**src/verilog/rv_settings.svh**
```systemverilog
`ifndef RV_SETTINGS_SVH
`define RV_SETTINGS_SVH

// Width of the integer data path and of an instruction word
`define RV_XLEN 32

// Instruction memory depth in words
`define RV_IMEM_DEPTH 64

// Data memory depth in words
`define RV_DMEM_DEPTH 64

`endif

```
**src/verilog/rvIsaPkg.sv**
```systemverilog
`default_nettype none

`include "rv_settings.svh"

package rvIsaPkg;

    typedef logic [`RV_XLEN-1:0] word_t;
    typedef logic [4:0]          regIdx_t;

    // Major opcodes handled by the core
    typedef enum logic [6:0] {
        OP     = 7'b0110011,
        OP_IMM = 7'b0010011,
        LOAD   = 7'b0000011,
        STORE  = 7'b0100011,
        BRANCH = 7'b1100011,
        JAL    = 7'b1101111,
        JALR   = 7'b1100111
    } opcode_t;

    typedef enum logic [3:0] {
        ADD,
        SUB,
        AND,
        OR,
        XOR,
        SLT,
        SLTU,
        SLL,
        SRL,
        SRA,
        EQ,    // Compare ops give 0 or 1
        NE,
        LT,
        GE,
        LTU,
        GEU
    } aluOp_t;

endpackage

`default_nettype wire

```
**src/verilog/rvCorePkg.sv**
```systemverilog
`default_nettype none

package rvCorePkg;

    typedef enum logic [1:0] {
        FETCH,
        DECODE,
        EXECUTE,
        WRITEBACK
    } phase_t;

    typedef struct packed {
        rvIsaPkg::aluOp_t aluOp;
        logic             useImm;       // Operand B is imm
        logic             usePc;        // Operand A is pc
        logic             regWrite;
        logic             memRead;
        logic             memWrite;
        logic             isBranch;
        logic             isJump;
        logic             resultIsLink; // Write back pc+4
    } ctrl_t;

    typedef struct packed {
        rvIsaPkg::word_t pc;
        rvIsaPkg::word_t instr;
    } fetchOut_t;

    typedef struct packed {
        rvIsaPkg::word_t   pc;
        ctrl_t             ctrl;
        rvIsaPkg::word_t   rs1Val;
        rvIsaPkg::word_t   rs2Val;
        rvIsaPkg::word_t   imm;
        rvIsaPkg::regIdx_t rd;
    } decodeOut_t;

    typedef struct packed {
        rvIsaPkg::word_t   pc;
        ctrl_t             ctrl;
        rvIsaPkg::word_t   aluResult;
        rvIsaPkg::word_t   storeData;
        rvIsaPkg::regIdx_t rd;
        rvIsaPkg::word_t   nextPc;
    } execOut_t;

    typedef struct packed {
        rvIsaPkg::word_t   pc;
        logic              regWrite;
        rvIsaPkg::regIdx_t rd;
        rvIsaPkg::word_t   rdValue;
        logic              memWrite;
        rvIsaPkg::word_t   memAddr;
        rvIsaPkg::word_t   memData;
    } retire_t;

endpackage

`default_nettype wire

```
**src/verilog/rvSequencer.sv**
```systemverilog
`default_nettype none

module rvSequencer (
    input  logic              clk,
    input  logic              reset,
    output rvCorePkg::phase_t phase,
    output logic              retireStrobe,
    output rvIsaPkg::word_t   instrCount
);

    assign retireStrobe = (phase == rvCorePkg::WRITEBACK);

    always_ff @(posedge clk) begin
        if (reset) begin
            phase      <= rvCorePkg::FETCH;
            instrCount <= '0;
        end else begin
            case (phase)
                rvCorePkg::FETCH:   phase <= rvCorePkg::DECODE;
                rvCorePkg::DECODE:  phase <= rvCorePkg::EXECUTE;
                rvCorePkg::EXECUTE: phase <= rvCorePkg::WRITEBACK;
                default:            phase <= rvCorePkg::FETCH;
            endcase
            if (retireStrobe) begin
                instrCount <= instrCount + 1'b1; // Counts at the retiring edge
            end
        end
    end

endmodule

`default_nettype wire

```
**config.mk**
```make
export PLATFORM = sky130hd
export DESIGN_NAME = rvSequencer
export DESIGN_NICKNAME = d
export VERILOG_FILES = /design/src/verilog/rvIsaPkg.sv /design/src/verilog/rvCorePkg.sv /design/src/verilog/rvSequencer.sv
export VERILOG_INCLUDE_DIRS = /design/src /design/src/verilog
export SDC_FILE = /design/constraint.sdc
export NUM_CORES = 1
export LEC_CHECK = 0
export BUFFER_PORTS_ARGS = -buffer_cell sky130_fd_sc_hd__buf_2
export CELL_PAD_IN_SITES_DETAIL_PLACEMENT = 2
export CELL_PAD_IN_SITES_GLOBAL_PLACEMENT = 2
export CORE_MARGIN = 2
export CORE_UTILIZATION = 31
export CTS_CLUSTER_SIZE = 14
export DETAILED_ROUTE_END_ITERATION = 7
export PLACE_DENSITY_LB_ADDON = 0.1
export SYNTH_ARGS = -nofsm -noshare
export SYNTH_HDL_FRONTEND = slang
export SYNTH_SLANG_ARGS = --single-unit
```
**constraint.sdc**
```tcl
create_clock -name clk -period 2.2 [get_ports clk]
set_input_delay 0.22 -clock clk [delete_from_list [all_inputs] [get_ports clk]]
set_output_delay 0.22 -clock clk [all_outputs]
set_load 0.1 [all_outputs]
```
# ---- After elaboration in Yosys (flattened, before gate mapping)
# Cells that the tools add are included.
dict set report word_totals {
  reg_bits 34
  latchBits 0
  ram_bits 0
  mem_bits_ro 0
  in_bits 2
  out_inout_bits 35
  word_cells 8
  memories 0
}
dict set report classes {
  n_addsub 1
  n_mul 0
  div 0
  magnitude_cmp 0
  eq_ne 3
  n_shift 0
  mux 1
  n_bitwise 0
  n_reduce_logical 1
}
# cell n
set op_table {}
lappend op_table {{adder 32 x 1 -> 32 bit (second input constant)} 1}
lappend op_table {{one-hot mux 2 bit (3 select lines)} 1}
lappend op_table {{equality test 2 bit (second input constant)} 2}
lappend op_table {{equality test 2 x 1 -> 1 bit (second input constant)} 1}
lappend op_table {{logical NOT 2 bit} 1}

# ---- Longest topological paths before layout
dict set report logic_depth {
  ltp_word 2
  ltp_mapped 7
  mapped_depth_nobuf 5
}

# ---- Least setup slack after synthesis
# No wires, ideal clock.
dict set report synth_timing {
  path_kind {reg-to-reg}
  start {register phase[1]}
  end {register instrCount[19]}
  setup_ns 0.070
  t_arrival_ns 3.494
  required_ns 2.130
  setup_slack_ns -1.365
  path_stages_with_launch 8
  path_buffers 2
  period_less_slack_ns 3.565
  path_cell_list {dfxtp_1 ha_1 and4_1 buf_2 nand4_1 clkbuf_1 or4_1 a21oi_1}
}
dict set report synth_via {
  elab_chain_cells 1
}
# element line_no
set synth_lines {}
lappend synth_lines {{from (decl)} rvSequencer.sv:6} ;# output rvCorePkg::phase_t phase,
lappend synth_lines {{from (signal assigned)} rvSequencer.sv:15} ;# phase <= rvCorePkg::FETCH;
lappend synth_lines {{from (signal assigned)} rvSequencer.sv:19} ;# rvCorePkg::FETCH: phase <= rvCorePkg::DECODE;
lappend synth_lines {{from (signal assigned)} rvSequencer.sv:20} ;# rvCorePkg::DECODE: phase <= rvCorePkg::EXECUTE;
lappend synth_lines {{equality test 2 bit} rvSequencer.sv:11} ;# assign retireStrobe = (phase == rvCorePkg::WRITEBACK);
lappend synth_lines {{named net retireStrobe} rvSequencer.sv:7} ;# output logic retireStrobe,
lappend synth_lines {{to (signal assigned)} rvSequencer.sv:25} ;# instrCount <= instrCount + 1'b1;
lappend synth_lines {{to (decl)} rvSequencer.sv:8} ;# output rvIsaPkg::word_t instrCount
# The timed path passes the listed nets, and every way through them passes these cells.
# A chain may end at the register's enable or synchronous reset.

# ---- Final worst setup path
dict set report layout_timing {
  start {register phase[0]}
  end {register instrCount[17]}
}
dict set report layout_via {
  elab_chain_cells 1
}
# element line_no
set layout_lines {}
lappend layout_lines {{equality test 2 bit} rvSequencer.sv:11}
# Every way passes these cells.

==> flow_results.xml <==
<?xml version="1.0" encoding="UTF-8"?>
<metrics>
  <group name="timing">
    <metric name="max_clock_freq" unit="GHz">0.499</metric>
    <metric name="drv_slew" unit="">0</metric>
    <metric name="layout_worst_path_cycle_share" unit="%">91.1</metric>
    <metric name="grt_setup_unrepaired" unit="">no</metric>
    <metric name="final-setup-viol-count" unit="">0</metric>
    <metric name="max_slew_margin" unit="%">56.0</metric>
    <metric name="finalWorstPathRequiredPeriod" unit="ns">2.00</metric>
    <metric name="final.setup_skew" unit="ns">0.00567</metric>
    <metric name="worst_pin_slew" unit="ns">0.660</metric>
    <metric name="finalHoldViolations" unit="">0</metric>
    <metric name="setup_tns" unit="ns">0</metric>
  </group>
  <group name="drt">
    <metric name="route.detailed.drc" unit="">0</metric>
    <metric name="detail_route.wirelength" unit="mm">4.78</metric>
    <metric name="post_drt_wl_per_cell" unit="um">16.5</metric>
    <metric name="drt_iter0_markers" unit="">64</metric>
    <metric name="vias_per_cell" unit="">5.32</metric>
    <metric name="vias" unit="">1544</metric>
    <metric name="drtAntennaViolNets" unit="">0</metric>
    <metric name="dr.pass1.iters" unit="">3</metric>
  </group>
  <group name="pwr">
    <metric name="p_leak" unit="nW">0.750</metric>
    <metric name="p_per_area" unit="nW/um^2">674</metric>
    <metric name="post-layout-total-power" unit="mW">1.34</metric>
    <metric name="power.ir.vdd_worst" unit="V">0.000426</metric>
  </group>
  <group name="synth">
    <metric name="yosys_warnings" unit="">0</metric>
    <metric name="synth.top_cell.area_share" unit="%">42.7</metric>
    <metric name="netlist_area" unit="sq um">1590</metric>
    <metric name="number_of_enable_type_register_cells_in_the_synthesized_netlist" unit="">0</metric>
    <metric name="ys_dominant_reg_cell" unit="">dfxtp_1</metric>
    <metric name="synth.lib_cells_used.distinct" unit="">25</metric>
    <metric name="synth-seq-cells" unit="">34</metric>
    <metric name="synth-async-reset-ratio" unit="%">0</metric>
    <metric name="netlist_instances" unit="">185</metric>
    <metric name="syn_area_per_cell" unit="sq um">8.62</metric>
    <metric name="synthMostInstantiatedCell" unit="">dfxtp_1</metric>
    <metric name="synth_nets" unit="">191</metric>
    <metric name="synth_area_leaders" unit="">dfxtp_1 (43%), or4_1 (7.1%), a21oi_1 (6.3%)</metric>
    <metric name="synth_largest_area_cell" unit="">dfxtp_1</metric>
    <metric name="yosys-top-cells-count" unit="">dfxtp_1 (34), a21oi_1 (20), or4_1 (15), nor2_1 (14), o31ai_1 (13)</metric>
    <metric name="ys_seq_area_share" unit="%">42.7</metric>
  </group>
  <group name="clock_network">
    <metric name="clock_tree_from_tritoncts" unit="">yes</metric>
    <metric name="htreeDepth" unit="">2</metric>
    <metric name="clkLatencyLatePin" unit="ns">0.28</metric>
    <metric name="clock-root-buffer" unit="">clkbuf_8</metric>
    <metric name="ctsResizeCount" unit="">0</metric>
    <metric name="max-clock-path-buffers" unit="">2</metric>
    <metric name="cts.hold.buffers_added" unit="">0</metric>
    <metric name="cts_buffers" unit="">5</metric>
    <metric name="post_cts_setup_buffer_count" unit="">0</metric>
    <metric name="path_clk_slew" unit="ns">0.06</metric>
    <metric name="cts_sinks" unit="">34</metric>
  </group>
  <group name="floorplanning">
    <metric name="floorplan.die.width" unit="um">75.7</metric>
    <metric name="pin_count" unit="">37</metric>
    <metric name="floorplan.die_area" unit="sq um">5730</metric>
    <metric name="floorplan.initialDensity" unit="%">31.6</metric>
    <metric name="core.rowCount" unit="">26</metric>
    <metric name="die_height" unit="um">75.7</metric>
    <metric name="floorplan.core_area" unit="sq um">5040</metric>
  </group>
  <group name="global_route">
    <metric name="gr-usage-all-layers" unit="%">18.4</metric>
    <metric name="grt_remaining_overflow" unit="">0</metric>
    <metric name="antenna_found_initial" unit="">0</metric>
    <metric name="grt_pass1_wl" unit="mm">7.85</metric>
    <metric name="number_of_global_route_vias_before_repair" unit="">1576</metric>
    <metric name="grt_max_degree" unit="">35</metric>
  </group>
  <group name="critical_path">
    <metric name="critPathKind" unit="">flip-flop to flip-flop</metric>
    <metric name="path_delay_family" unit="">simple AND/OR/NAND/NOR gates</metric>
    <metric name="crit_path_cell_trace" unit="">ha_4 -&gt; and4_1 -&gt; nand4_1 -&gt; or4_1 -&gt; a21oi_1</metric>
    <metric name="critical_path_buf_inv_count" unit="">0</metric>
    <metric name="critical-path-max-stage-delay" unit="ns">0.54</metric>
    <metric name="critical_path_arrival" unit="ns">2.21</metric>
    <metric name="crit_path_max_fanout" unit="">9</metric>
    <metric name="cp_data_required_time" unit="ns">2.41</metric>
    <metric name="slowest_stage" unit="">or4_1</metric>
    <metric name="critPathLaunchType" unit="">flip-flop</metric>
    <metric name="critPathCaptureType" unit="">flip-flop</metric>
  </group>
  <group name="layout">
    <metric name="postLayoutCellArea" unit="sq um">1990</metric>
    <metric name="layout.nets" unit="">225</metric>
    <metric name="num_antenna_cells" unit="">0</metric>
    <metric name="post_route_cells_drive_above_1_share" unit="%">33.2</metric>
    <metric name="fillCellCount" unit="">592</metric>
    <metric name="area_growth" unit="%">24.6</metric>
  </group>
  <group name="placement">
    <metric name="placement.io_buffers" unit="">36</metric>
    <metric name="dpl.hpwl" unit="mm">3.56</metric>
    <metric name="gp_congestion" unit="">0.694</metric>
    <metric name="placed_area" unit="sq um">1900</metric>
  </group>
  <group name="hold_path">
    <metric name="hold_class" unit="">primary input to flip-flop</metric>
  </group>
  <group name="status">
    <metric name="outcome" unit="">finished clean</metric>
  </group>
  <group name="flow_run">
    <metric name="total_of_max_cap_violations" unit="">0</metric>
  </group>
</metrics>
path summary, 6_finish.rpt:
check	startpoint	end	slack, ns	cells after the start
worst max register to register	phase[0]	instrCount[17]	0.20	5
worst max-delay path	phase[0]	instrCount[17]	0.20	5
worst min-delay path	reset	instrCount[5]	0.46	2
worst min register to register	instrCount[29]	instrCount[29]	0.50	2
worst reg2reg max path: stages, from the launching register on:
cell,delay (ns)
dfxtp_4,0.37
ha_4,0.17
and4_1,0.30
nand4_1,0.41
or4_1,0.54
a21oi_1,0.15
cells in the final DEF (no fill, tap or decap), types with 2 or more instances in the layout:
cell type | synthesis | final
inv_1 | 4 | 4
nor2_1 | 14 | 14
xor2_1 | 8 | 8
xnor2_1 | 3 | 3
ha_1 | 4 | 3
buf_2 | 4 | 36
dfxtp_2 | 0 | 16
o21ai_0 | 7 | 7
dfxtp_4 | 0 | 6
and4_1 | 5 | 5
nand2_1 | 11 | 11
nand4_1 | 7 | 7
nand3_1 | 11 | 11
and3_1 | 2 | 2
clkbuf_8 | 0 | 6
dfxtp_1 | 34 | 12
o31ai_1 | 13 | 13
buf_4 | 0 | 4
or4_1 | 15 | 15
a21oi_1 | 20 | 20
clkbuf_1 | 9 | 2
or3_1 | 7 | 7
where the power goes:
part | internal, mW | switching [mW] | total [mW]
Sequential | 0.632 | 0.0189 | 0.651
Combinational | 0.0392 | 0.172 | 0.211
Clock | 0.255 | 0.220 | 0.475
stage by stage:
| step | utilization (%) | std cells | hold WS (ns) | setup slack (ns) |
|---|---|---|---|---|
| 2_1_floorplan | - | 185 | 0.487 | -0.0532 |
| 3_3_place_gp | 37.6 | 282 | 0.472 | 0.290 |
| 3_5_place_dp | 37.6 | 282 | 0.489 | 0.182 |
| 4_1_cts | 39.4 | 290 | 0.451 | 0.167 |
| 5_1_grt | 39.4 | 290 | 0.479 | 0.0843 |
| 6_report | 39.4 | 290 | 0.460 | 0.195 |
state kept, by name, summed over array words and instances, names as in the netlist:
| signal | flops |
|---|---|
| instrCount | 32 |
| phase | 2 |
cells by family (layout without fill, tap and decap cells):
kind of cell	count (synthesis)	in the layout	share of synthesized area, %
AND/OR/NAND/NOR	78	78	28.6
AO/OA/AOI/OAI	40	40	14.6
flip-flops	34	34	42.7
buffers and inverters	17	52	4.32
XOR/XNOR	11	11	6.04
adder cells (fa/ha/maj)	4	4	3.14
multiplexers	1	1	0.628
cell type report:
class                      count  area (sq um)  area share [%]
tap                           70          87.6            4.41
inverter                       4          15.0           0.756
timing repair buffer          40           210            10.6
multi-input combinational    134           861            43.3
sequential                    34           723            36.4
clock buffer                   8          90.1            4.53
metal layers:
| metal | GRT usage [%] | vias to the layer above | part of all wire [%] |
|---|---|---|---|
| met5 | 0 | - | 0 |
| met3 | 4.76 | 2 | 3.0 |
| met1 | 21.6 | 772 | 42 |
| met4 | 5.26 | 0 | 0.46 |
| met2 | 32.9 | 22 | 54 |
| li1 | - | 748 | - |
No activity file was read; power rests on OpenSTA's default activity.
