### config.mk
export PLATFORM = sky130hd
export DESIGN_NAME = rvDecodeStage
export DESIGN_NICKNAME = d
export VERILOG_FILES = /design/src/verilog/rvIsaPkg.sv /design/src/verilog/rvCorePkg.sv /design/src/verilog/rvDecodeStage.sv
export VERILOG_INCLUDE_DIRS = /design/src /design/src/verilog
export SDC_FILE = /design/constraint.sdc
export NUM_CORES = 1
export LEC_CHECK = 0
export ABC_AREA = 1
export ABC_CLOCK_PERIOD_IN_PS = 7600
export BUFFER_PORTS_ARGS = -buffer_cell sky130_fd_sc_hd__buf_2
export CORE_AREA = 2 2 110 112
export CTS_CLUSTER_SIZE = 10
export DETAILED_ROUTE_END_ITERATION = 8
export DIE_AREA = 0 0 112 114
export PLACE_DENSITY_LB_ADDON = 0.08
export SYNTH_ARGS = -nofsm -noshare
export SYNTH_HDL_FRONTEND = slang
export SYNTH_SLANG_ARGS = --single-unit
### constraint.sdc
create_clock -name clk -period 7.6 [get_ports clk]
set_clock_uncertainty 0.15 [all_clocks]
set_input_delay 1.52 -clock clk [delete_from_list [all_inputs] [get_ports clk]]
set_output_delay 1.52 -clock clk [all_outputs]
set_load 0.005 [all_outputs]
### src/verilog/rv_settings.svh
`ifndef RV_SETTINGS_SVH
`define RV_SETTINGS_SVH

// Width of the integer data path and of an instruction word
`define RV_XLEN 32

// Instruction memory depth in words
`define RV_IMEM_DEPTH 64

// Data memory depth in words
`define RV_DMEM_DEPTH 64

`endif

### src/verilog/rvIsaPkg.sv
`default_nettype none

`include "rv_settings.svh"

package rvIsaPkg;

    typedef logic [`RV_XLEN-1:0] word_t;
    typedef logic [4:0]          regIdx_t;

    // Major opcodes handled by the core
    typedef enum logic [6:0] {
        OP     = 7'b0110011,
        OP_IMM = 7'b0010011,
        LOAD   = 7'b0000011,
        STORE  = 7'b0100011,
        BRANCH = 7'b1100011,
        JAL    = 7'b1101111,
        JALR   = 7'b1100111
    } opcode_t;

    typedef enum logic [3:0] {
        ADD,
        SUB,
        AND,
        OR,
        XOR,
        SLT,
        SLTU,
        SLL,
        SRL,
        SRA,
        EQ,    // Compare ops give 0 or 1
        NE,
        LT,
        GE,
        LTU,
        GEU
    } aluOp_t;

endpackage

`default_nettype wire

### src/verilog/rvCorePkg.sv
`default_nettype none

package rvCorePkg;

    typedef enum logic [1:0] {
        FETCH,
        DECODE,
        EXECUTE,
        WRITEBACK
    } phase_t;

    typedef struct packed {
        rvIsaPkg::aluOp_t aluOp;
        logic             useImm;       // Operand B is imm
        logic             usePc;        // Operand A is pc
        logic             regWrite;
        logic             memRead;
        logic             memWrite;
        logic             isBranch;
        logic             isJump;
        logic             resultIsLink; // Write back pc+4
    } ctrl_t;

    typedef struct packed {
        rvIsaPkg::word_t pc;
        rvIsaPkg::word_t instr;
    } fetchOut_t;

    typedef struct packed {
        rvIsaPkg::word_t   pc;
        ctrl_t             ctrl;
        rvIsaPkg::word_t   rs1Val;
        rvIsaPkg::word_t   rs2Val;
        rvIsaPkg::word_t   imm;
        rvIsaPkg::regIdx_t rd;
    } decodeOut_t;

    typedef struct packed {
        rvIsaPkg::word_t   pc;
        ctrl_t             ctrl;
        rvIsaPkg::word_t   aluResult;
        rvIsaPkg::word_t   storeData;
        rvIsaPkg::regIdx_t rd;
        rvIsaPkg::word_t   nextPc;
    } execOut_t;

    typedef struct packed {
        rvIsaPkg::word_t   pc;
        logic              regWrite;
        rvIsaPkg::regIdx_t rd;
        rvIsaPkg::word_t   rdValue;
        logic              memWrite;
        rvIsaPkg::word_t   memAddr;
        rvIsaPkg::word_t   memData;
    } retire_t;

endpackage

`default_nettype wire

### src/verilog/rvDecodeStage.sv
`default_nettype none

module rvDecodeStage (
    input  logic                  clk,
    input  logic                  reset,
    input  rvCorePkg::phase_t     phase,
    input  rvCorePkg::fetchOut_t  fetchOut,
    input  rvIsaPkg::word_t       rs1Data,
    input  rvIsaPkg::word_t       rs2Data,
    output rvIsaPkg::regIdx_t     rs1Idx,
    output rvIsaPkg::regIdx_t     rs2Idx,
    output rvCorePkg::decodeOut_t decodeOut
);

    rvIsaPkg::word_t  instr;
    logic [6:0]       opcode;
    logic [2:0]       funct3;
    rvCorePkg::ctrl_t ctrl;
    rvIsaPkg::word_t  imm;

    // funct3 to ALU op for OP and OP_IMM
    function automatic rvIsaPkg::aluOp_t arithOp(input logic [2:0] f3, input logic alt);
        rvIsaPkg::aluOp_t op;
        case (f3)
            3'b000:  op = alt ? rvIsaPkg::SUB : rvIsaPkg::ADD;
            3'b001:  op = rvIsaPkg::SLL;
            3'b010:  op = rvIsaPkg::SLT;
            3'b011:  op = rvIsaPkg::SLTU;
            3'b100:  op = rvIsaPkg::XOR;
            3'b101:  op = alt ? rvIsaPkg::SRA : rvIsaPkg::SRL;
            3'b110:  op = rvIsaPkg::OR;
            default: op = rvIsaPkg::AND;
        endcase
        return op;
    endfunction

    function automatic rvIsaPkg::aluOp_t branchOp(input logic [2:0] f3);
        rvIsaPkg::aluOp_t op;
        case (f3)
            3'b001:  op = rvIsaPkg::NE;
            3'b100:  op = rvIsaPkg::LT;
            3'b101:  op = rvIsaPkg::GE;
            3'b110:  op = rvIsaPkg::LTU;
            3'b111:  op = rvIsaPkg::GEU;
            default: op = rvIsaPkg::EQ;
        endcase
        return op;
    endfunction

    assign instr  = fetchOut.instr;
    assign opcode = instr[6:0];
    assign funct3 = instr[14:12];
    assign rs1Idx = instr[19:15];
    assign rs2Idx = instr[24:20];

    always_comb begin
        ctrl = '0; // Unknown opcodes stay inactive
        imm  = {{20{instr[31]}}, instr[31:20]};
        case (opcode)
            rvIsaPkg::OP: begin
                ctrl.aluOp    = arithOp(funct3, instr[30]);
                ctrl.regWrite = 1'b1;
            end
            rvIsaPkg::OP_IMM: begin
                ctrl.aluOp    = arithOp(funct3, instr[30] && funct3 == 3'b101);
                ctrl.useImm   = 1'b1;
                ctrl.regWrite = 1'b1;
            end
            rvIsaPkg::LOAD: begin
                ctrl.useImm   = 1'b1;
                ctrl.regWrite = 1'b1;
                ctrl.memRead  = 1'b1;
            end
            rvIsaPkg::STORE: begin
                ctrl.useImm   = 1'b1;
                ctrl.memWrite = 1'b1;
                imm           = {{20{instr[31]}}, instr[31:25], instr[11:7]};
            end
            rvIsaPkg::BRANCH: begin
                ctrl.aluOp    = branchOp(funct3);
                ctrl.isBranch = 1'b1;
                imm = {{19{instr[31]}}, instr[31], instr[7], instr[30:25], instr[11:8], 1'b0};
            end
            rvIsaPkg::JAL: begin
                ctrl.usePc        = 1'b1; // Target is pc+imm through the ALU
                ctrl.useImm       = 1'b1;
                ctrl.regWrite     = 1'b1;
                ctrl.isJump       = 1'b1;
                ctrl.resultIsLink = 1'b1;
                imm = {{11{instr[31]}}, instr[31], instr[19:12], instr[20], instr[30:21], 1'b0};
            end
            rvIsaPkg::JALR: begin
                ctrl.useImm       = 1'b1;
                ctrl.regWrite     = 1'b1;
                ctrl.isJump       = 1'b1;
                ctrl.resultIsLink = 1'b1;
            end
            default: ;
        endcase
    end

    always_ff @(posedge clk) begin
        if (reset) begin
            decodeOut.ctrl <= '0;
        end else if (phase == rvCorePkg::DECODE) begin
            decodeOut.pc     <= fetchOut.pc;
            decodeOut.ctrl   <= ctrl;
            decodeOut.rs1Val <= rs1Data;
            decodeOut.rs2Val <= rs2Data;
            decodeOut.imm    <= imm;
            decodeOut.rd     <= instr[11:7];
        end
    end

endmodule

`default_nettype wire

; ---- Word-level counts from Yosys, hierarchy flattened
; Cells that the tools add are included.
; Widths: inputs -> output; s select.
[classes]
n_eq_ne = 15
mux = 16
bitwise_logic = 1
reduce_logical = 6
[ops]
columns = cell, count
row1 = $pmux 20 s3, 1
row2 = $pmux 4 s7, 2
row3 = $eq 7x7->1 const B, 3
row4 = $pmux 3 s5, 1
row5 = $eq 7x6->1 const B, 2
row6 = $eq 3x3->1 const B, 4
row7 = $pmux 4 s3, 1
row8 = $mux 1, 10
row9 = $reduce_or 5->1, 2
row10 = $eq 7x2->1 const B, 1
row11 = $eq 7x5->1 const B, 1
row12 = $eq 3x2->1 const B, 2
row13 = $eq 3x1->1 const B, 1
row14 = $logic_not 3->1, 1
row15 = $eq 2x1->1 const B, 1
row16 = $mux 2, 1
row17 = $reduce_and 2->1, 1
row18 = $reduce_or 2->1, 1
row19 = $logic_and 1x1->1, 1
row20 = $not 1->1, 1
[word_totals]
ff_bits = 134
inputBits = 132

; ---- Logic depth before layout (Yosys ltp)
; Gate-level depths: netlist of the first run.
[logic_depth]
word_depth = 5
ltp_mapped = 9
depth_no_buf = 9

; ---- Worst setup path after synthesis of the first run
; No wires, ideal clock.
[synth_path]
path_kind = input-to-reg
from = input phase[0]
to = register decodeOut[0] (netlist bit), enable pin
setup_ns = 0.509
arrival_time_ns = 4.995
path_slack_ns = 1.945
cell_stages = 4
path_buffers = 0
cell_sequence = inv_1 -> nor2_8 -> inv_2 -> nor2_2
[synth_between]
elab_chain_cells = 2
[synth_rtl]
columns = item, line
row1 = "start, declared", rvDecodeStage.sv:6  ; input rvCorePkg::phase_t phase,
row2 = $eq 2x1->1, rvDecodeStage.sv:105  ; end else if (phase == rvCorePkg::DECODE) begin
row3 = $reduce_and 2->1 (no source line), -
row4 = "end, declared", rvDecodeStage.sv:12  ; output rvCorePkg::decodeOut_t decodeOut
; No other way between the ends.
; A chain may end at the register's enable or synchronous reset.

; ---- Worst setup path after layout of the first run
[layout_path]
from = input fetchOut[20] (netlist bit)
to = output rs2Idx[0]
[layout_lines]
columns = item, line
row1 = "start, declared", rvDecodeStage.sv:7  ; input rvCorePkg::fetchOut_t fetchOut,
row2 = "end, declared", rvDecodeStage.sv:11  ; output rvIsaPkg::regIdx_t rs2Idx,
; No word-level cell between the ends.

==> impl_metrics.ini, run 1 <==
[detailed_routing]
drc = 0
drt_first_iter_violations = 172
via_per_inst = 4.551
detail_route.wl_per_cell_um = 15.99
drt.antenna.violating_nets = 0
dr_total_vias = 3281
drt_pass1_iterations = 4
routed_wl_um = 11530

[worst_setup_path]
timing.critical_path.depth = 2
crit_chain = buf_2 > buf_2
startpoint_type = input pin
gate_family_responsible_for_the_most_delay_along_the_worst_path = buffers and inverters
setup.worst_path.class = input pin to primary output
r2r.worst_path.cells = 2
worstPathArrival_ns = 1.75
timing.critical_path.to_type = primary output
worst_path_max_delay_cell = buf_2
worst_ep_required_time_ns = 5.93
critical_path.n_buffers_inverters = 2
critical_path_max_stage_delay_ns = 0.12
path_common_cell = buf_2
critical_path_peak_fanout = 3

[global_route]
wire_length_of_the_first_global_routing_pass_um = 16190
global_route.usage.total_pct = 17.34
maximum_number_of_pins_on_one_net_before_global_route_repair = 67
grt_remaining_overflow = 0
antenna_violations_before_repair = 2
first_global_vias = 2940

[floorplan]
core.rowCount = 40
initial_utilization_pct = 39.87
dieWidth_um = 112
ios = 287
core_area_um2 = 11710
die_y_um = 114
die_area_um2 = 12770

[sta]
timing.slew.headroom_pct = 45.11
grt_setup_unrepaired = false
timing.hold.ws_ns = 0.3190
totalNegativeSetupSlack_ns = 0
final-max-slew-violation-count = 0
max_freq_mhz = 292.6
worst-slew-pin-transition_ns = 0.8233
finalHoldViolCount = 0
finalCritPeriodShare_pct = 44.96
finalWorstPathRequiredPeriod_ns = 3.417
setup-violations-final = 0

[yosys]
avgSynthCellArea_um2 = 16.92
ys_types = 28
yosys_register_bits = 133
synth.yosys.warnings = 0
post_synthesis_cell_count = 276
yosysSeqAreaShare_pct = 83.17
synth.net_count = 408
netlist_area_um2 = 4669

[cells_and_area]
final_util_pct = 57.56
layout_overhead_on_the_synthesized_area_pct = 44.37
final_common_cell = buf_2
mostFrequentLayoutCells = buf_2, edfxtp_1, nand2_1
final_net_count = 691
finalInstanceArea_um2 = 6741
number_of_flip_flops_in_the_largest_register = 133
drive_above_1_share_pct = 59.44
reg_top3 = decodeOut (133)
top_register = decodeOut

[clock_tree]
cts.htree.levels = 4
cts_setup_buffers = 0
tritoncts = built
post_cts_resize_count = 0
cts_max_path_buffers = 2
ctsHoldBuffers = 0
worst_setup_hold_path_clk_slew_ns = 0.06
clock_insertion_delay_worst_skew_ns = 0.41
clock-root-buffer = clkbuf_16
numCtsBuffers = 17
tritoncts_sinks = 133

[status]
outcome = finished, final reports clean

[power]
p_leak_uw = 0.002972
max-vdd-ir-drop_uv = 182.3
power.density_nw_per_um2 = 265.3

[placed_design]
port_buffers = 286
post-dp-hpwl_um = 8738
post_dp_area_um2 = 6125
place_congestion = 0.7982

[min_path]
hold_wc_path_type = flop to flop
min_path_cells = 2

[run]
max-cap-violations = 0
## cell families (layout without fill, tap and decap cells)
kind of cell | after synthesis | count (layout) | share of synthesized area [%]
DFF | 133 | 133 | 83.17
and+or+nand+nor | 62 | 62 | 6.458
AOI/OAI and AO/OA | 31 | 31 | 4.314
other | 0 | 2 | 0
xor gates and xnor gates | 1 | 1 | 0.1876
buffers and inverters | 49 | 345 | 5.868
## worst register-to-register path, stage by stage, from the launching register on
cell	delay, ns
dfxtp_1	0.31
a22oi_1	0.18
o21ai_1	0.08
## cell usage after synthesis, drive strengths merged
| master | count | area share, % |
|---|---|---|
| a41oi | 1 | 0.35 |
| o31ai | 1 | 0.16 |
| buf | 23 | 3.8 |
| o21ai | 16 | 1.8 |
| a21oi | 9 | 1.2 |
| o211ai | 1 | 0.16 |
| a22oi | 1 | 0.16 |
| xor2 | 1 | 0.19 |
| o21bai | 1 | 0.16 |
| dfxtp | 11 | 4.7 |
| edfxtp | 122 | 78 |
| nor2 | 15 | 1.9 |
| nand2 | 38 | 3.3 |
| clkbuf | 1 | 0.080 |
| o221ai | 1 | 0.32 |
| nand3 | 8 | 0.86 |
| inv | 25 | 2.0 |
| nand4 | 1 | 0.46 |
## report_power, final
part	total [uW]	internal, uW	switching, uW
Clock	836	544	292
Sequential	844	836	8.06
Combinational	109	53.1	55.7
## path summary, 6_finish.rpt
path / start / slack, ns / endpoint
worst max-delay path: fetchOut[20] / 4.18 / rs2Idx[0]
worst min-delay path: decodeOut[105] / 0.32 / decodeOut[105]
worst max register to register: decodeOut[106] / 6.76 / decodeOut[106]
worst min register to register: decodeOut[105] / 0.32 / decodeOut[105]
## metrics by stage
| step | setup WS (ns) | instances | power (uW) |
|---|---|---|---|
| global placement | 4.185 | 687 | 967.5 |
| global route | 4.171 | 721 | 1851 |
| finish | 4.183 | 721 | 1788 |
| CTS | 4.181 | 719 | 1811 |
| detailed placement | 4.181 | 687 | 969.7 |
| floorplan | 1.945 | 276 | 898.1 |
## per-layer routing
| layer | share of wire (%) | GRT usage, % |
|---|---|---|
| met1 | 37 | 19.57 |
| met2 | 52 | 29.54 |
| met3 | 8.8 | 5.792 |
| met4 | 2.6 | 8.943 |
| met5 | 0 | 0 |
## final cells by class
type	instances	area [um2]
Fill cell	981	4970
Sequential cell	133	3884
Timing Repair Buffer	288	1446
Multi-Input combinational cell	94	516.7
Clock buffer	17	425.4
Clock inverter	15	186.4
Tap cell	147	183.9
Inverter	25	93.84
Antenna cell	2	5.005
Note: power is estimated with default switching activity, not from simulation.
==> run 2: changes to the inputs <==
- ABC_AREA: 1 -> 0
- ABC_CLOCK_PERIOD_IN_PS: 7600 -> 3100
- CORE_AREA: 2 2 110 112 -> not set
- CORE_UTILIZATION: not set -> 38
- DIE_AREA: 0 0 112 114 -> not set
- clock period: 7.6 -> 3.1 ns (I/O delays scaled with it)
==> run 2 against run 1 <==
- final area shrank 1.8%
- power is 130% higher
- flip-flop and latch count did not move
- critical path depth fell by 1
- synthesized area fell by 0.83%
- worst setup slack lost 3.0 ns
- worst hold slack worse by 0.083 ns
- critical path type is now flop to primary output
- largest cell class unchanged
==> impl_metrics.ini, run 2 <==
[yosys]
yosysSeqAreaShare_pct = 83.87
synth_largest_type_area_fraction_pct = 79.11
yosys_top_cell_by_area = edfxtp_1
synth.area.top_cells = edfxtp_1, dfxtp_1, buf_4
netlist_area_um2 = 4631
synthMostInstantiatedCell = edfxtp_1
synth.cells.most_frequent = edfxtp_1, buf_4, nand2_1
async_flop_share_pct = 0
synth.yosys.warnings = 0
yosys_register_bits = 133
synthFlopType = edfxtp_1
synth.net_count = 376
ys_types = 40
post_synthesis_cell_count = 244
synth-edff-count = 122
avgSynthCellArea_um2 = 18.98

[detailed_routing]
drt.antenna.violating_nets = 0
drt_pass1_iterations = 4
dr_total_vias = 3116
routed_wl_um = 11240
detail_route.wl_per_cell_um = 16.56
drt_first_iter_violations = 173
drc = 0
via_per_inst = 4.589

[floorplan]
die_y_um = 112.4
core.rowCount = 39
die_area_um2 = 12630
ios = 287
dieWidth_um = 112.4
core_area_um2 = 11660
initial_utilization_pct = 39.71

[worst_setup_path]
startpoint_type = flop
worst_ep_required_time_ns = 2.33
timing.critical_path.to_type = primary output
critical_path_max_stage_delay_ns = 0.56
critical_path.n_buffers_inverters = 1
setup.worst_path.class = flop to primary output
crit_chain = buf_2
rrSetupSlack_ns = 2.33
r2r.worst_path.cells = 2
regToRegStartpoint = decodeOut[109]
worstPathArrival_ns = 1.16
gate_family_responsible_for_the_most_delay_along_the_worst_path = flip-flops
timing.critical_path.depth = 1
crit-reg2reg-capture = decodeOut[109]
worst_path_max_delay_cell = edfxtp_1
critical_path_peak_fanout = 12

[placed_design]
placedCellCount = 647
post-dp-hpwl_um = 8510
port_buffers = 286
place_congestion = 0.8265

[min_path]
hold_wc_path_type = input pin to flop
min_from = rs2Data[20]
min_path_cells = 1
hold_end = decodeOut[57]

[cells_and_area]
final_cell_count_no_fill = 679
final_net_count = 655
drive_above_1_share_pct = 61.75
top_register = decodeOut
n_antenna_cell = 0
final_util_pct = 56.79
number_of_flip_flops_in_the_largest_register = 133
layout_overhead_on_the_synthesized_area_pct = 43.02
final_common_cell = buf_2
mostFrequentLayoutCells = buf_2, edfxtp_1, clkbuf_16
reg_top3 = decodeOut (133)

[power]
finalPower_uw = 4110
power.density_nw_per_um2 = 620.6
p_leak_uw = 0.002852
max-vdd-ir-drop_uv = 364.7

[run]
max-cap-violations = 0

[sta]
finalCritPeriodShare_pct = 62.18
final-max-slew-violation-count = 0
grt_setup_unrepaired = false
worst-slew-pin-transition_ns = 0.5848
max_freq_mhz = 518.8
timing.slew.headroom_pct = 60.93
setup-violations-final = 0
finalWorstPathRequiredPeriod_ns = 1.928
finalHoldViolCount = 0

[global_route]
grt_remaining_overflow = 0
global_route.usage.total_pct = 17.72
antenna_violations_before_repair = 0
maximum_number_of_pins_on_one_net_before_global_route_repair = 52
wire_length_of_the_first_global_routing_pass_um = 16080
first_global_vias = 3008

[status]
outcome = finished, final reports clean

[clock_tree]
cts_setup_buffers = 0
ctsHoldBuffers = 0
post_cts_resize_count = 0
worst_setup_hold_path_clk_slew_ns = 0.05
tritoncts_sinks = 133
cts.htree.levels = 4
cts_max_path_buffers = 2
numCtsBuffers = 17
tritoncts = built
clock-root-buffer = clkbuf_16
clock_insertion_delay_worst_skew_ns = 0.40
==> run 2: cell types whose count changed after synthesis, sizes merged, moves of 6 or more <==
cell | previous run | this run
nand2 | 38 | 15
inv | 25 | 4
o21ai | 16 | 3
a21o | 0 | 8
nor2 | 15 | 7
nand3 | 8 | 2
nor3 | 0 | 6
==> run 2: kinds of logic after synthesis <==
family	after synthesis	synth area share, %
muxes	4	0.9726
buffers and inverters	33	4.809
DFF	133	83.87
and+or+nand+nor	44	5.756
AOI/OAI and AO/OA	29	4.405
xor gates and xnor gates	1	0.1892
==> run 2: report_power, final <==
group / switching, uW / internal, uW / total, uW
sequential: 20.0 / 2050 / 2070
combinational: 130 / 135 / 265
clock: 684 / 1090 / 1780
total: 834 / 3280 / 4110
==> run 2: final cells by class <==
type	count	area [um2]
clock buffers	22	444.2
multi-input cells	78	539.3
fillers	948	5040
repair buffers	289	1479
inverters	4	15.01
well taps	143	178.9
flip-flops and latches	133	3884
clock inverters	10	82.58
==> run 2: worst max path at each step <==
stage                       start             to
floorplan                phase[1]   decodeOut[0]
global placement         phase[1]  decodeOut[57]
detailed placement       phase[1]  decodeOut[80]
CTS                 decodeOut[25]  decodeOut[34]
global route        decodeOut[25]  decodeOut[32]
finish              decodeOut[25]  decodeOut[34]
==> run 2: through the flow <==
stage	setup WS, ns	area (um2)	hold WS, ns	setup TNS, ns
floorplan	-0.2850	4662	0.2982	-34.76
CTS	1.127	6623	0.2122	0
detailed placement	0.8477	6096	0.2995	0
global placement	0.8555	6096	0.2952	0
finish	1.172	6623	0.2363	0
global route	1.100	6623	0.2119	0
==> run 2: metal layers <==
layer / up-vias / global-route usage, % / wire length (um) / share of wire (%)
met1: 1466 / 17.55 / 4084 / 36
met4: 0 / 8.889 / 204 / 1.8
li1: 1469 / - / - / -
met3: 18 / 6.695 / 909 / 8.1
met5: - / 0 / 0 / 0
met2: 163 / 32.34 / 6044 / 54
==> run 3: changes to the inputs <==
- ABC_CLOCK_PERIOD_IN_PS: 3100 -> 1900
- CORE_AREA: not set -> 2 2 110 112
- CORE_UTILIZATION: 38 -> not set
- DIE_AREA: not set -> 0 0 112 114
- clock period: 3.1 -> 1.9 ns (I/O delays scaled with it)
==> run 3 against run 2 <==
- final cell count grew 16%
- clock power is 51% higher
- via count increased by 14%
- sequential power increased by 63%
- critical endpoint is now decodeOut[29]
==> impl_metrics.ini, run 3 (synthesis results as in run 2) <==
[status]
outcome = finished, final reports clean

[worst_setup_path]
cp-startpoint = decodeOut[25]
crit_chain = buf_2
regToRegStartpoint = decodeOut[102]
gate_family_responsible_for_the_most_delay_along_the_worst_path = flip-flops
worst_path_max_delay_cell = edfxtp_1
r2r.worst_path.cells = 2
timing.critical_path.depth = 1
rrSetupSlack_ns = 1.16
critical_path_peak_fanout = 12
crit-reg2reg-capture = decodeOut[102]
worst_ep_required_time_ns = 1.37
startpoint_type = flop
critical_path_max_stage_delay_ns = 0.53
worstPathArrival_ns = 1.13
timing.critical_path.to_type = primary output
crit_path_end = decodeOut[29]
setup.worst_path.class = flop to primary output
critical_path.n_buffers_inverters = 1

[clock_tree]
tritoncts = built
clock-root-buffer = clkbuf_16
clock_insertion_delay_worst_skew_ns = 0.40
cts.htree.levels = 4
numCtsBuffers = 17
worst_setup_hold_path_clk_slew_ns = 0.05
cts_max_path_buffers = 2
tritoncts_sinks = 133

[detailed_routing]
drc = 0
routed_wl_um = 12970
via_per_inst = 4.499
met3_wirelength_um = 973
wl_met1_um = 4728
highest_metal_layer_with_signal_wires = met4
drt_pass1_iterations = 4
dr_total_vias = 3550
drt.antenna.violating_nets = 0
routed-wl-met2_um = 6855
drt_first_iter_violations = 192
detail_route.wl_per_cell_um = 16.43

[cells_and_area]
reg_top3 = decodeOut (133)
layout.filler_cells = 864
final_net_count = 765
n_antenna_cell = 0
drive_above_1_share_pct = 51.87
ff_latch_area_um2 = 3884
mostFrequentLayoutCells = buf_2, edfxtp_1, dlygate4sd3_1
final_cell_count_no_fill = 789
number_of_flip_flops_in_the_largest_register = 133
final_common_cell = buf_2
top_register = decodeOut
finalInstanceArea_um2 = 7676
layout_overhead_on_the_synthesized_area_pct = 65.77
area_of_combinational_cells_with_multiple_inputs_um2 = 539.3

[sta]
timing.hold.ws_ns = 0.02234
totalNegativeSetupSlack_ns = 0
setup-violations-final = 0
finalWorstPathRequiredPeriod_ns = 1.663
finalHoldViolCount = 0
finalCritPeriodShare_pct = 87.53
timing.slew.headroom_pct = 77.50
max_freq_mhz = 601.3
grt_setup_unrepaired = false
worst-slew-pin-transition_ns = 0.3375
final-max-slew-violation-count = 0

[global_route]
global_route.usage.total_pct = 19.76
grt_remaining_overflow = 0
wire_length_of_the_first_global_routing_pass_um = 18810
antenna_violations_before_repair = 0
first_global_vias = 3609
maximum_number_of_pins_on_one_net_before_global_route_repair = 45

[power]
internal_power_uw = 5321
share_seq_of_total_power_pct = 50.5
switching_share_pct = 20.44
p_leak_uw = 0.003300
finalPower_uw = 6688
max-vdd-ir-drop_uv = 608.1
power_frac_clock_pct = 40.2
power.net_switching_uw = 1367
part_of_the_power_in_combinational_logic_pct = 9.4
power.density_nw_per_um2 = 871.2

[min_path]
hold_wc_path_type = input pin to flop
min_path_cells = 1

[floorplan]
core_area_um2 = 11710
die_area_um2 = 12770
die_y_um = 114
ios = 287
core.rowCount = 40
initial_utilization_pct = 39.54
dieWidth_um = 112

[run]
max-cap-violations = 0

[placed_design]
post-dp-hpwl_um = 8855
post_dp_area_um2 = 6158
placedCellCount = 657
place_congestion = 0.8111
port_buffers = 286
==> run 3: through the flow <==
step	util, %	setup WS, ns
after floorplan	-	-1.245
after detailed placement	52.59	0.1237
after global placement	52.59	0.1640
after global routing	65.54	0.1766
final	65.54	0.2369
after CTS	65.54	0.2012
==> run 3: power groups by stage <==
| stage | Clock (uW) | Sequential (uW) | Combinational (uW) |
|---|---|---|---|
| 3_3_place_gp | 0 | 3430 | 447 |
| 4_1_cts | 2740 | 3370 | 630 |
| 2_1_floorplan | 0 | 3460 | 127 |
| 6_report | 2690 | 3380 | 626 |
| 5_1_grt | 2860 | 3380 | 675 |
| 3_5_place_dp | 0 | 3430 | 454 |
==> run 3: cell type report <==
class,count,area share (%)
clock buffer,20,5.689
clock inverter,8,0.5216
multi-input combinational,78,7.025
inverter,4,0.1956
sequential,133,50.59
timing repair buffer,399,33.58
tap,147,2.396
==> run 3: what timing repair did <==
action / CTS / global route
hold buffers: 104 / 0
setup endpoints to repair: 0 / 0
endpoints found under the hold margin: 104 / 0
buffers inserted: 0 / 0
resized for setup: 0 / 0
==> run 3: metal layers <==
metal / GRT usage [%] / vias up
met5: 0 / -
met4: 10.98 / 0
met3: 6.642 / 33
met2: 35.03 / 173
met1: 20.74 / 1658
li1: - / 1686
==> run 3: worst min path at each step <==
stage / startpoint / to / slack [ns]
2_1_floorplan: decodeOut[112] / decodeOut[112] / 0.30
3_3_place_gp: decodeOut[112] / decodeOut[112] / 0.29
3_5_place_dp: decodeOut[112] / decodeOut[112] / 0.30
4_1_cts: fetchOut[10] / decodeOut[3] / 0.003
5_1_grt: fetchOut[30] / decodeOut[15] / 0.005
6_report: fetchOut[30] / decodeOut[15] / 0.02
